`src/mips_pkg.sv`:
```
package mips_pkg;

    typedef logic [31:0] word_t;
    typedef logic [31:0] inst_t;
    typedef logic [4:0]  reg_addr_t;
    typedef logic [5:0]  opcode_t;
    typedef logic [5:0]  funct_t;
    typedef logic [4:0]  shamt_t;
    typedef logic [15:0] half_t;
    typedef logic [3:0]  mem_sel_t;
    typedef logic [7:0]  exc_t;

    // major opcodes
    localparam opcode_t OP_SPECIAL = 6'b000000;
    localparam opcode_t OP_REGIMM  = 6'b000001;
    localparam opcode_t OP_J       = 6'b000010;
    localparam opcode_t OP_JAL     = 6'b000011;
    localparam opcode_t OP_BEQ     = 6'b000100;
    localparam opcode_t OP_BNE     = 6'b000101;
    localparam opcode_t OP_BLEZ    = 6'b000110;
    localparam opcode_t OP_BGTZ    = 6'b000111;
    localparam opcode_t OP_ADDI    = 6'b001000;
    localparam opcode_t OP_ADDIU   = 6'b001001;
    localparam opcode_t OP_SLTI    = 6'b001010;
    localparam opcode_t OP_SLTIU   = 6'b001011;
    localparam opcode_t OP_ANDI    = 6'b001100;
    localparam opcode_t OP_ORI     = 6'b001101;
    localparam opcode_t OP_XORI    = 6'b001110;
    localparam opcode_t OP_LUI     = 6'b001111;
    localparam opcode_t OP_LB      = 6'b100000;
    localparam opcode_t OP_LH      = 6'b100001;
    localparam opcode_t OP_LW      = 6'b100011;
    localparam opcode_t OP_LBU     = 6'b100100;
    localparam opcode_t OP_LHU     = 6'b100101;
    localparam opcode_t OP_SB      = 6'b101000;
    localparam opcode_t OP_SH      = 6'b101001;
    localparam opcode_t OP_SW      = 6'b101011;

    // r-type funct field, also the alu function code
    localparam funct_t FUNCT_SLL     = 6'h00;
    localparam funct_t FUNCT_SRL     = 6'h02;
    localparam funct_t FUNCT_SRA     = 6'h03;
    localparam funct_t FUNCT_SLLV    = 6'h04;
    localparam funct_t FUNCT_SRLV    = 6'h06;
    localparam funct_t FUNCT_SRAV    = 6'h07;
    localparam funct_t FUNCT_JR      = 6'h08;
    localparam funct_t FUNCT_JALR    = 6'h09;
    localparam funct_t FUNCT_MOVZ    = 6'h0a;
    localparam funct_t FUNCT_MOVN    = 6'h0b;
    localparam funct_t FUNCT_SYSCALL = 6'h0c;
    localparam funct_t FUNCT_BREAK   = 6'h0d;
    localparam funct_t FUNCT_MFHI    = 6'h10;
    localparam funct_t FUNCT_MTHI    = 6'h11;
    localparam funct_t FUNCT_MFLO    = 6'h12;
    localparam funct_t FUNCT_MTLO    = 6'h13;
    localparam funct_t FUNCT_MULT    = 6'h18;
    localparam funct_t FUNCT_MULTU   = 6'h19;
    localparam funct_t FUNCT_DIV     = 6'h1a;
    localparam funct_t FUNCT_DIVU    = 6'h1b;
    localparam funct_t FUNCT_ADD     = 6'h20;
    localparam funct_t FUNCT_ADDU    = 6'h21;
    localparam funct_t FUNCT_SUB     = 6'h22;
    localparam funct_t FUNCT_SUBU    = 6'h23;
    localparam funct_t FUNCT_AND     = 6'h24;
    localparam funct_t FUNCT_OR      = 6'h25;
    localparam funct_t FUNCT_XOR     = 6'h26;
    localparam funct_t FUNCT_NOR     = 6'h27;
    localparam funct_t FUNCT_SLT     = 6'h2a;
    localparam funct_t FUNCT_SLTU    = 6'h2b;

    // regimm codes live in the rt field
    localparam reg_addr_t REGIMM_BLTZ   = 5'b00000;
    localparam reg_addr_t REGIMM_BGEZ   = 5'b00001;
    localparam reg_addr_t REGIMM_BLTZAL = 5'b10000;
    localparam reg_addr_t REGIMM_BGEZAL = 5'b10001;

    // bit positions in exc_t
    localparam int EXC_IF   = 0;
    localparam int EXC_RI   = 1;
    localparam int EXC_OV   = 2;
    localparam int EXC_TP   = 3;
    localparam int EXC_BP   = 4;
    localparam int EXC_SYS  = 5;
    localparam int EXC_ADE  = 6;
    localparam int EXC_ERET = 7;

    localparam reg_addr_t LINK_REG = 5'd31;

endpackage
```
`src/id_stage.sv`:
```
`timescale 1ns/1ps

module id_stage (
    input  logic                clk,
    input  logic                rst,
    input  mips_pkg::word_t     addr,
    input  mips_pkg::inst_t     inst,
    input  logic                load_related_1,
    input  logic                load_related_2,
    input  logic                delayslot_flag_in,
    input  mips_pkg::word_t     reg_data_1,
    input  mips_pkg::word_t     reg_data_2,
    output logic                reg_read_en_1,
    output logic                reg_read_en_2,
    output mips_pkg::reg_addr_t reg_addr_1,
    output mips_pkg::reg_addr_t reg_addr_2,
    output logic                stall_request,
    output logic                branch_flag,
    output mips_pkg::word_t     branch_addr,
    output logic                next_delayslot_flag_out,
    output logic                delayslot_flag_out,
    output mips_pkg::funct_t    funct,
    output mips_pkg::shamt_t    shamt,
    output mips_pkg::word_t     operand_1,
    output mips_pkg::word_t     operand_2,
    output logic                mem_read_flag,
    output logic                mem_write_flag,
    output logic                mem_sign_ext_flag,
    output mips_pkg::mem_sel_t  mem_sel,
    output mips_pkg::word_t     mem_write_data,
    output logic                write_reg_en,
    output mips_pkg::reg_addr_t write_reg_addr,
    output mips_pkg::exc_t      exception_type,
    output mips_pkg::word_t     current_pc_addr
);

    // decoded values ahead of the stage register
    mips_pkg::funct_t    funct_d;
    mips_pkg::shamt_t    shamt_d;
    mips_pkg::word_t     operand_1_d;
    mips_pkg::word_t     operand_2_d;
    logic                mem_read_flag_d;
    logic                mem_write_flag_d;
    logic                mem_sign_ext_flag_d;
    mips_pkg::mem_sel_t  mem_sel_d;
    mips_pkg::word_t     mem_write_data_d;
    logic                write_reg_en_d;
    mips_pkg::reg_addr_t write_reg_addr_d;
    mips_pkg::exc_t      exception_type_d;

    assign shamt_d = inst[10:6];

    funct_gen funct_gen_i (.*, .funct(funct_d));

    operand_gen operand_gen_i (
        .*,
        .operand_1(operand_1_d),
        .operand_2(operand_2_d),
        .write_reg_en(write_reg_en_d),
        .write_reg_addr(write_reg_addr_d)
    );

    branch_unit branch_unit_i (.*);

    mem_ctrl mem_ctrl_i (
        .*,
        .mem_read_flag(mem_read_flag_d),
        .mem_write_flag(mem_write_flag_d),
        .mem_sign_ext_flag(mem_sign_ext_flag_d),
        .mem_sel(mem_sel_d),
        .mem_write_data(mem_write_data_d)
    );

    exc_detect exc_detect_i (.*, .exception_type(exception_type_d));

    id_ex_reg id_ex_reg_i (.*, .addr_d(addr));

endmodule

```
`src/id_ex_reg.sv`:
```
`timescale 1ns/1ps

module id_ex_reg (
    input  logic                clk,
    input  logic                rst,
    input  logic                load_related_1,
    input  logic                load_related_2,
    input  logic                delayslot_flag_in,
    input  mips_pkg::funct_t    funct_d,
    input  mips_pkg::shamt_t    shamt_d,
    input  mips_pkg::word_t     operand_1_d,
    input  mips_pkg::word_t     operand_2_d,
    input  logic                mem_read_flag_d,
    input  logic                mem_write_flag_d,
    input  logic                mem_sign_ext_flag_d,
    input  mips_pkg::mem_sel_t  mem_sel_d,
    input  mips_pkg::word_t     mem_write_data_d,
    input  logic                write_reg_en_d,
    input  mips_pkg::reg_addr_t write_reg_addr_d,
    input  mips_pkg::exc_t      exception_type_d,
    input  mips_pkg::word_t     addr_d,
    output logic                stall_request,
    output logic                delayslot_flag_out,
    output mips_pkg::funct_t    funct,
    output mips_pkg::shamt_t    shamt,
    output mips_pkg::word_t     operand_1,
    output mips_pkg::word_t     operand_2,
    output logic                mem_read_flag,
    output logic                mem_write_flag,
    output logic                mem_sign_ext_flag,
    output mips_pkg::mem_sel_t  mem_sel,
    output mips_pkg::word_t     mem_write_data,
    output logic                write_reg_en,
    output mips_pkg::reg_addr_t write_reg_addr,
    output mips_pkg::exc_t      exception_type,
    output mips_pkg::word_t     current_pc_addr
);

    // a source still waiting on a load result
    assign stall_request = rst && (load_related_1 || load_related_2);

    always_ff @(posedge clk) begin
        if (!rst || stall_request) begin
            // bubble, a nop with no side effects
            {delayslot_flag_out, funct, shamt, operand_1, operand_2,
             mem_read_flag, mem_write_flag, mem_sign_ext_flag, mem_sel,
             mem_write_data, write_reg_en, write_reg_addr,
             exception_type, current_pc_addr} <= '0;
        end
        else begin
            delayslot_flag_out <= delayslot_flag_in;
            funct <= funct_d;
            shamt <= shamt_d;
            operand_1 <= operand_1_d;
            operand_2 <= operand_2_d;
            mem_read_flag <= mem_read_flag_d;
            mem_write_flag <= mem_write_flag_d;
            mem_sign_ext_flag <= mem_sign_ext_flag_d;
            mem_sel <= mem_sel_d;
            mem_write_data <= mem_write_data_d;
            write_reg_en <= write_reg_en_d;
            write_reg_addr <= write_reg_addr_d;
            exception_type <= exception_type_d;
            current_pc_addr <= addr_d;
        end
    end

endmodule

```
`src/exc_detect.sv`:
```
`timescale 1ns/1ps

module exc_detect (
    input  mips_pkg::inst_t inst,
    output mips_pkg::exc_t  exception_type
);

    mips_pkg::opcode_t   op;
    mips_pkg::reg_addr_t rt;
    mips_pkg::funct_t    fn;

    assign op = inst[31:26];
    assign rt = inst[20:16];
    assign fn = inst[5:0];

    always_comb begin
        // fetch, trap, address and eret causes are raised in other stages
        exception_type = '0;
        case (op)
            mips_pkg::OP_SPECIAL: begin
                case (fn)
                    mips_pkg::FUNCT_SLL, mips_pkg::FUNCT_SRL, mips_pkg::FUNCT_SRA,
                    mips_pkg::FUNCT_SLLV, mips_pkg::FUNCT_SRLV, mips_pkg::FUNCT_SRAV,
                    mips_pkg::FUNCT_JR, mips_pkg::FUNCT_JALR, mips_pkg::FUNCT_MOVZ,
                    mips_pkg::FUNCT_MOVN, mips_pkg::FUNCT_MFHI, mips_pkg::FUNCT_MTHI,
                    mips_pkg::FUNCT_MFLO, mips_pkg::FUNCT_MTLO, mips_pkg::FUNCT_MULT,
                    mips_pkg::FUNCT_MULTU, mips_pkg::FUNCT_DIV, mips_pkg::FUNCT_DIVU,
                    mips_pkg::FUNCT_ADDU, mips_pkg::FUNCT_SUBU, mips_pkg::FUNCT_AND,
                    mips_pkg::FUNCT_OR, mips_pkg::FUNCT_XOR, mips_pkg::FUNCT_NOR,
                    mips_pkg::FUNCT_SLT, mips_pkg::FUNCT_SLTU: ;
                    mips_pkg::FUNCT_ADD, mips_pkg::FUNCT_SUB: begin
                        exception_type[mips_pkg::EXC_OV] = 1'b1;
                    end
                    mips_pkg::FUNCT_SYSCALL: exception_type[mips_pkg::EXC_SYS] = 1'b1;
                    mips_pkg::FUNCT_BREAK: exception_type[mips_pkg::EXC_BP] = 1'b1;
                    default: exception_type[mips_pkg::EXC_RI] = 1'b1;
                endcase
            end
            mips_pkg::OP_REGIMM: begin
                if (!(rt inside {mips_pkg::REGIMM_BLTZ, mips_pkg::REGIMM_BGEZ,
                                 mips_pkg::REGIMM_BLTZAL, mips_pkg::REGIMM_BGEZAL})) begin
                    exception_type[mips_pkg::EXC_RI] = 1'b1;
                end
            end
            mips_pkg::OP_ADDI: exception_type[mips_pkg::EXC_OV] = 1'b1;
            mips_pkg::OP_J, mips_pkg::OP_JAL, mips_pkg::OP_BEQ, mips_pkg::OP_BNE,
            mips_pkg::OP_BLEZ, mips_pkg::OP_BGTZ, mips_pkg::OP_ADDIU, mips_pkg::OP_SLTI,
            mips_pkg::OP_SLTIU, mips_pkg::OP_ANDI, mips_pkg::OP_ORI, mips_pkg::OP_XORI,
            mips_pkg::OP_LUI, mips_pkg::OP_LB, mips_pkg::OP_LH, mips_pkg::OP_LW,
            mips_pkg::OP_LBU, mips_pkg::OP_LHU, mips_pkg::OP_SB, mips_pkg::OP_SH,
            mips_pkg::OP_SW: ;
            // cp0 and special2 land here too
            default: exception_type[mips_pkg::EXC_RI] = 1'b1;
        endcase
    end

endmodule

```
`src/mem_ctrl.sv`:
```
`timescale 1ns/1ps

module mem_ctrl (
    input  mips_pkg::inst_t    inst,
    input  mips_pkg::word_t    reg_data_2,
    output logic               mem_read_flag,
    output logic               mem_write_flag,
    output logic               mem_sign_ext_flag,
    output mips_pkg::mem_sel_t mem_sel,
    output mips_pkg::word_t    mem_write_data
);

    mips_pkg::opcode_t op;

    assign op = inst[31:26];

    assign mem_read_flag = op inside {mips_pkg::OP_LB, mips_pkg::OP_LH, mips_pkg::OP_LW,
                                      mips_pkg::OP_LBU, mips_pkg::OP_LHU};
    assign mem_write_flag = op inside {mips_pkg::OP_SB, mips_pkg::OP_SH, mips_pkg::OP_SW};
    assign mem_sign_ext_flag = op inside {mips_pkg::OP_LB, mips_pkg::OP_LH, mips_pkg::OP_LW};
    assign mem_write_data = mem_write_flag ? reg_data_2 : '0;

    // byte lanes from access width
    always_comb begin
        case (op)
            mips_pkg::OP_LB, mips_pkg::OP_LBU, mips_pkg::OP_SB: mem_sel = 4'b0001;
            mips_pkg::OP_LH, mips_pkg::OP_LHU, mips_pkg::OP_SH: mem_sel = 4'b0011;
            mips_pkg::OP_LW, mips_pkg::OP_SW: mem_sel = 4'b1111;
            default: mem_sel = 4'b0000;
        endcase
    end

endmodule

```
`src/branch_unit.sv`:
```
`timescale 1ns/1ps

module branch_unit (
    input  logic            rst,
    input  mips_pkg::inst_t inst,
    input  mips_pkg::word_t addr,
    input  mips_pkg::word_t reg_data_1,
    input  mips_pkg::word_t reg_data_2,
    output logic            branch_flag,
    output mips_pkg::word_t branch_addr,
    output logic            next_delayslot_flag_out
);

    mips_pkg::opcode_t   op;
    mips_pkg::reg_addr_t rt;
    mips_pkg::funct_t    fn;
    mips_pkg::half_t     offset;
    mips_pkg::word_t     pc_plus_4;
    mips_pkg::word_t     target;
    logic                is_branch;
    logic                taken;

    assign op = inst[31:26];
    assign rt = inst[20:16];
    assign fn = inst[5:0];
    assign offset = inst[15:0];
    assign pc_plus_4 = addr + 32'd4;

    always_comb begin
        is_branch = 1'b1;
        taken = 1'b0;
        target = pc_plus_4 + {{14{offset[15]}}, offset, 2'b00};
        case (op)
            mips_pkg::OP_J, mips_pkg::OP_JAL: begin
                taken = 1'b1;
                // stays inside the current 256 MB region
                target = {pc_plus_4[31:28], inst[25:0], 2'b00};
            end
            mips_pkg::OP_SPECIAL: begin
                is_branch = fn == mips_pkg::FUNCT_JR || fn == mips_pkg::FUNCT_JALR;
                taken = is_branch;
                target = reg_data_1;
            end
            mips_pkg::OP_BEQ:  taken = reg_data_1 == reg_data_2;
            mips_pkg::OP_BNE:  taken = reg_data_1 != reg_data_2;
            mips_pkg::OP_BLEZ: taken = reg_data_1[31] || reg_data_1 == '0;
            mips_pkg::OP_BGTZ: taken = !reg_data_1[31] && reg_data_1 != '0;
            mips_pkg::OP_REGIMM: begin
                case (rt)
                    mips_pkg::REGIMM_BLTZ, mips_pkg::REGIMM_BLTZAL: taken = reg_data_1[31];
                    mips_pkg::REGIMM_BGEZ, mips_pkg::REGIMM_BGEZAL: taken = !reg_data_1[31];
                    default: is_branch = 1'b0;
                endcase
            end
            default: is_branch = 1'b0;
        endcase
    end

    assign branch_flag = rst && taken;
    assign branch_addr = branch_flag ? target : '0;
    // a branch owns its delay slot even when not taken
    assign next_delayslot_flag_out = rst && is_branch;

endmodule

```
`src/operand_gen.sv`:
```
`timescale 1ns/1ps

module operand_gen (
    input  logic                rst,
    input  mips_pkg::inst_t     inst,
    input  mips_pkg::word_t     addr,
    input  mips_pkg::word_t     reg_data_1,
    input  mips_pkg::word_t     reg_data_2,
    output logic                reg_read_en_1,
    output logic                reg_read_en_2,
    output mips_pkg::reg_addr_t reg_addr_1,
    output mips_pkg::reg_addr_t reg_addr_2,
    output mips_pkg::word_t     operand_1,
    output mips_pkg::word_t     operand_2,
    output logic                write_reg_en,
    output mips_pkg::reg_addr_t write_reg_addr
);

    mips_pkg::opcode_t   op;
    mips_pkg::reg_addr_t rs;
    mips_pkg::reg_addr_t rt;
    mips_pkg::half_t     imm;
    mips_pkg::word_t     imm_sext;
    mips_pkg::word_t     link_addr;
    logic                regimm_ok;
    logic                is_link;

    assign op = inst[31:26];
    assign rs = inst[25:21];
    assign rt = inst[20:16];
    assign imm = inst[15:0];
    assign imm_sext = {{16{imm[15]}}, imm};
    // return address skips the delay slot
    assign link_addr = addr + 32'd8;

    assign regimm_ok = op == mips_pkg::OP_REGIMM
        && rt inside {mips_pkg::REGIMM_BLTZ, mips_pkg::REGIMM_BGEZ,
                      mips_pkg::REGIMM_BLTZAL, mips_pkg::REGIMM_BGEZAL};
    assign is_link = op == mips_pkg::OP_JAL
        || (op == mips_pkg::OP_SPECIAL && inst[5:0] == mips_pkg::FUNCT_JALR)
        || (regimm_ok && rt[4]);

    assign reg_read_en_2 = rst && op inside {mips_pkg::OP_SPECIAL, mips_pkg::OP_BEQ,
        mips_pkg::OP_BNE, mips_pkg::OP_BLEZ, mips_pkg::OP_BGTZ,
        mips_pkg::OP_SB, mips_pkg::OP_SH, mips_pkg::OP_SW};
    assign reg_read_en_1 = rst && (reg_read_en_2 || regimm_ok
        || op inside {mips_pkg::OP_ADDI, mips_pkg::OP_ADDIU, mips_pkg::OP_SLTI,
                      mips_pkg::OP_SLTIU, mips_pkg::OP_ANDI, mips_pkg::OP_ORI,
                      mips_pkg::OP_XORI, mips_pkg::OP_LB, mips_pkg::OP_LH,
                      mips_pkg::OP_LW, mips_pkg::OP_LBU, mips_pkg::OP_LHU});
    assign reg_addr_1 = reg_read_en_1 ? rs : '0;
    assign reg_addr_2 = reg_read_en_2 ? rt : '0;

    always_comb begin
        operand_1 = reg_read_en_1 ? reg_data_1 : '0;
        operand_2 = '0;
        write_reg_en = 1'b0;
        write_reg_addr = '0;
        case (op)
            mips_pkg::OP_ANDI, mips_pkg::OP_ORI, mips_pkg::OP_XORI: begin
                operand_2 = {16'b0, imm};
                write_reg_en = 1'b1;
                write_reg_addr = rt;
            end
            mips_pkg::OP_LUI: begin
                operand_2 = {imm, 16'b0};
                write_reg_en = 1'b1;
                write_reg_addr = rt;
            end
            mips_pkg::OP_ADDI, mips_pkg::OP_ADDIU, mips_pkg::OP_SLTI,
            mips_pkg::OP_SLTIU, mips_pkg::OP_LB, mips_pkg::OP_LH,
            mips_pkg::OP_LW, mips_pkg::OP_LBU, mips_pkg::OP_LHU: begin
                operand_2 = imm_sext;
                write_reg_en = 1'b1;
                write_reg_addr = rt;
            end
            mips_pkg::OP_SB, mips_pkg::OP_SH, mips_pkg::OP_SW: operand_2 = imm_sext;
            mips_pkg::OP_SPECIAL: begin
                operand_2 = reg_data_2;
                write_reg_en = 1'b1;
                write_reg_addr = inst[15:11];
            end
            default: ;
        endcase
        if (is_link) begin
            operand_1 = link_addr;
            operand_2 = '0;
            // jalr keeps its rd
            if (op != mips_pkg::OP_SPECIAL) begin
                write_reg_en = 1'b1;
                write_reg_addr = mips_pkg::LINK_REG;
            end
        end
        if (!rst) begin
            operand_1 = '0;
            operand_2 = '0;
            write_reg_en = 1'b0;
            write_reg_addr = '0;
        end
    end

endmodule

```
`src/funct_gen.sv`:
```
`timescale 1ns/1ps

module funct_gen (
    input  mips_pkg::inst_t  inst,
    output mips_pkg::funct_t funct
);

    mips_pkg::opcode_t   op;
    mips_pkg::reg_addr_t rt;

    assign op = inst[31:26];
    assign rt = inst[20:16];

    always_comb begin
        case (op)
            mips_pkg::OP_SPECIAL: funct = inst[5:0];
            mips_pkg::OP_ADDI:    funct = mips_pkg::FUNCT_ADD;
            mips_pkg::OP_ADDIU:   funct = mips_pkg::FUNCT_ADDU;
            mips_pkg::OP_SLTI:    funct = mips_pkg::FUNCT_SLT;
            mips_pkg::OP_SLTIU:   funct = mips_pkg::FUNCT_SLTU;
            mips_pkg::OP_ANDI:    funct = mips_pkg::FUNCT_AND;
            mips_pkg::OP_XORI:    funct = mips_pkg::FUNCT_XOR;
            // lui ors the shifted immediate into a zero operand 1
            mips_pkg::OP_ORI, mips_pkg::OP_LUI: funct = mips_pkg::FUNCT_OR;
            // address arithmetic and link address pass through addu
            mips_pkg::OP_LB, mips_pkg::OP_LH, mips_pkg::OP_LW,
            mips_pkg::OP_LBU, mips_pkg::OP_LHU, mips_pkg::OP_SB,
            mips_pkg::OP_SH, mips_pkg::OP_SW, mips_pkg::OP_JAL: begin
                funct = mips_pkg::FUNCT_ADDU;
            end
            mips_pkg::OP_REGIMM: begin
                if (rt == mips_pkg::REGIMM_BLTZAL || rt == mips_pkg::REGIMM_BGEZAL) begin
                    funct = mips_pkg::FUNCT_ADDU;
                end
                else begin
                    funct = '0;
                end
            end
            default: funct = '0;
        endcase
    end

endmodule

```
`config.mk`:
```
export PLATFORM = sky130hd
export DESIGN_NAME = id_stage
export DESIGN_NICKNAME = d
export VERILOG_FILES = /design/src/mips_pkg.sv /design/src/id_stage.sv /design/src/id_ex_reg.sv /design/src/exc_detect.sv /design/src/mem_ctrl.sv /design/src/branch_unit.sv /design/src/operand_gen.sv /design/src/funct_gen.sv
export SDC_FILE = /design/constraint.sdc
export NUM_CORES = 1
export LEC_CHECK = 0
export BUFFER_PORTS_ARGS = -buffer_cell sky130_fd_sc_hd__buf_4
export CORE_UTILIZATION = 25
export CTS_CLUSTER_SIZE = 20
export DETAILED_ROUTE_END_ITERATION = 10
export PLACE_DENSITY_LB_ADDON = 0.05
export SLEW_MARGIN = 15
export SYNTH_ARGS = -nofsm -noshare
export SYNTH_HDL_FRONTEND = slang
export SYNTH_SLANG_ARGS = --single-unit
```
`constraint.sdc`:
```
create_clock -name clk -period 5.85 [get_ports clk]
set_clock_uncertainty 0.1 [all_clocks]
set_input_delay 1.17 -clock clk [delete_from_list [all_inputs] [get_ports clk]]
set_output_delay 1.17 -clock clk [all_outputs]
set_load 0.005 [all_outputs]
```
==> results.md <==
* Actual slew at the worst max-slew pin at about 1000 ps
* WL met2 at 22500 µm
* DP Cell Count at roughly 2000
* Avg Synthesized Cell Area at 8.10 µm²
* WL/cell at 23.7 µm
* I/O pins at 341
* Maximum vdd ir drop at ~220 µV
* Max Cap Viol at 0
* Predominant post-synthesis flop cell: dfxtp_1
* Crit path launch type: input port
* H-tree Lvls at 4
* Hold_buf cts at 0
* Filler cells at 3786
* Routability cong. at 0.867
* Die Y-Extent at 194 µm
* Area grow syn2layout at 49.6%
* Slew Limit Fails at 0
* Pin count of the biggest net entering global routing at 76
* CP Capture Type: output pin
* Number of synthesized flops with an enable pin at 0
* Worst min path class: in -> reg
* Final Hold Fails at 0
* Remaining global-route overflow at 0
* Share of layout cells above drive strength 1 at 0.354
* FF+latch count, synth at 156
* Commonest cells after routing, fill and taps aside: buf_4 (467), dfxtp_1 (156), a21oi_1 (104)
* Num rows at 69
* Fin crit share at 1.00
* Yosys warning count at 0
* # DRC at 0
* Critical Path AT at around 4600 ps
* Placed Area at 12900 µm²
* Metal-1 WL at 21200 µm
* Cell leakage power at 0.00606 µW
* Mapped Area at approximately 9000 µm²
* Yosys cell types at 64
* Reg clk slew, reported paths at ~70 ps
* N_diodes at 0
* CP Launch Point: addr[15]
* CP max FO at 7
* Total iterations of the first detailed-routing run at 5
* CTS buffer count at 17
* Outcome: finished, violations left
* Unrepaired setup endpoints after global routing: true
* Seq/Total Area, Yosys at 0.339
* Ys async rst share at 0
* Die width at about 190 µm
* Nets at 1709
* All-Layer GR Usage at 0.249
* Fin area at 13800 µm²
* Fin crit period at 5860 ps
* Crit path kind: in -> out
* Post-Route Setup TNS at -10.2 ps
* DRT antenna net count at 0
* Vias at about 10000
* Fin cells at 2013
* Routed WL at roughly 48000 µm
* Post-placement worst setup slack at -147 ps
* First-pass GRT wire length at 68800 µm
* Vias/cell at 5.14
* Max transition margin at 0.301
* Setup ws final at -10.2 ps
* HPWL Detailed at 36600 µm
* PwrDens at 217 nW/µm²
* Initial Util at 0.256
* Die ar. at 37600 µm²
* Vias in the first global route at about 10000
* Clock tree buffer depth at 2
* Routed wl met3 at 3030 µm
* Port Buffer Count at 336
* WP data required at 4580 ps
* 1st-iter DRT viols at roughly 630
* Root buffer cell: clkbuf_16
* Synthesized instance count at 1137
* FMAX at ~0.17 GHz
* Core area at 35900 µm²
* Failing checks: negative setup slack
* Final core utilization at 0.384
* TritonCTS clock tree: done
* Commonest non-fill, non-tap cell in the layout: buf_4
* Number of clock sinks at 156
* Top routing layer in use: met4
* Final setup viols at 1
* Initial antenna violation count at 3
* Worst Setup EP: branch_addr[31]
-- report_power, final --
group / leakage (µW) / total, µW / switching [µW] / internal, µW
Clock: 0.000307 / 1220 / 490 / 725
Sequential: 0.00126 / 1080 / 3.50 / 1070
Combinational: 0.00450 / 700 / 399 / 301
-- worst max-delay path: stages --
cell and delay, ps:
buf_4 150, nand4_1 150, buf_4 180, nor4_1 400
nand4_1 230, xnor2_1 280, ha_1 350, nand2_1 130
nor2_1 60, a221o_1 360, a211oi_2 230, nor3_2 70
or4_1 460, a31oi_1 200, buf_4 160
-- cell usage after synthesis (7+ instances only) --
master	n	area, µm²
a211oi_1	30	225
a21o_1	14	105
a21oi_1	111	556
a221oi_1	13	114
a22oi_1	54	405
a31oi_1	12	75.1
and2_1	48	300
and3_1	44	275
buf_1	7	26.3
buf_2	14	70.1
buf_4	7	52.6
clkbuf_1	58	218
dfxtp_1	156	3120
ha_1	36	450
inv_1	10	37.5
nand2_1	86	323
nand3_1	42	210
nand4_1	26	163
nor2_1	88	330
nor2b_1	7	43.8
nor3_1	33	165
nor4_1	26	163
o211ai_1	8	60.1
o21ai_0	22	110
xnor2_1	38	333
xor2_1	64	561
-- flip-flops by register name, indices dropped and copies added, names as in the netlist --
register                        flops
id_ex_reg_i.current_pc_addr        32
id_ex_reg_i.delayslot_flag_out      1
id_ex_reg_i.exception_type          4
id_ex_reg_i.funct                   6
id_ex_reg_i.mem_read_flag           1
id_ex_reg_i.mem_sel                 3
id_ex_reg_i.mem_sign_ext_flag       1
id_ex_reg_i.mem_write_data         32
id_ex_reg_i.mem_write_flag          1
id_ex_reg_i.operand_1              32
id_ex_reg_i.operand_2              32
id_ex_reg_i.shamt                   5
id_ex_reg_i.write_reg_addr          5
id_ex_reg_i.write_reg_en            1
-- final cells by class --
type | count | area, µm² | area share
inverters | 11 | 41.3 | 0.00300
clock inverters | 10 | 154 | 0.0112
flip-flops and latches | 156 | 3120 | 0.227
well taps | 461 | 577 | 0.0419
clock buffers | 22 | 484 | 0.0351
multi-input cells | 883 | 5850 | 0.425
repair buffers | 470 | 3550 | 0.257
-- cells by family after synthesis --
logic type,Yosys count,synth area share
compound gates,300,0.212
xor+xnor,102,0.0970
fa+ha+maj,37,0.0511
buf+inv,101,0.0492
flops,156,0.339
mux,6,0.00666
other cells,1,0.000407
simple gates,434,0.244
-- layer usage --
layer | GRT usage | vias up
met5 | 0 | -
met4 | 0.0691 | 0
met3 | 0.0529 | 43
met2 | 0.417 | 383
met1 | 0.323 | 5000
li1 | - | 4915
-- timing repair --
action / CTS / global route
gates resized for setup: 12 / 29
buffers inserted: 6 / 4
pin swaps: 14 / 18
endpoints found under the setup margin: 2 / 15
gates cloned: 0 / 0
-- worst min path at each step --
stage | from | end | slack, ps | cells past startpoint
3_5_place_dp | reg_data_2[22] | id_ex_reg_i.mem_write_data[22]$_SDFF_PP0_ | 1310 | 2
6_report | reg_data_2[11] | id_ex_reg_i.mem_write_data[11]$_SDFF_PP0_ | 850 | 2
5_1_grt | reg_data_2[12] | id_ex_reg_i.mem_write_data[12]$_SDFF_PP0_ | 840 | 2
4_1_cts | reg_data_2[11] | id_ex_reg_i.mem_write_data[11]$_SDFF_PP0_ | 830 | 2
2_1_floorplan | reg_data_2[0] | id_ex_reg_i.mem_write_data[0]$_SDFF_PP0_ | 1190 | 1
3_3_place_gp | delayslot_flag_in | id_ex_reg_i.delayslot_flag_out$_SDFF_PP0_ | 1300 | 2
-- stage by stage --
step	hold slack (ps)	total power, µW
3_5_place_dp	1310	1780
2_1_floorplan	1190	1420
4_1_cts	831	3000
5_1_grt	842	3120
6_report	851	2990
3_3_place_gp	1300	1780
(Power assumes the default switching activity.)
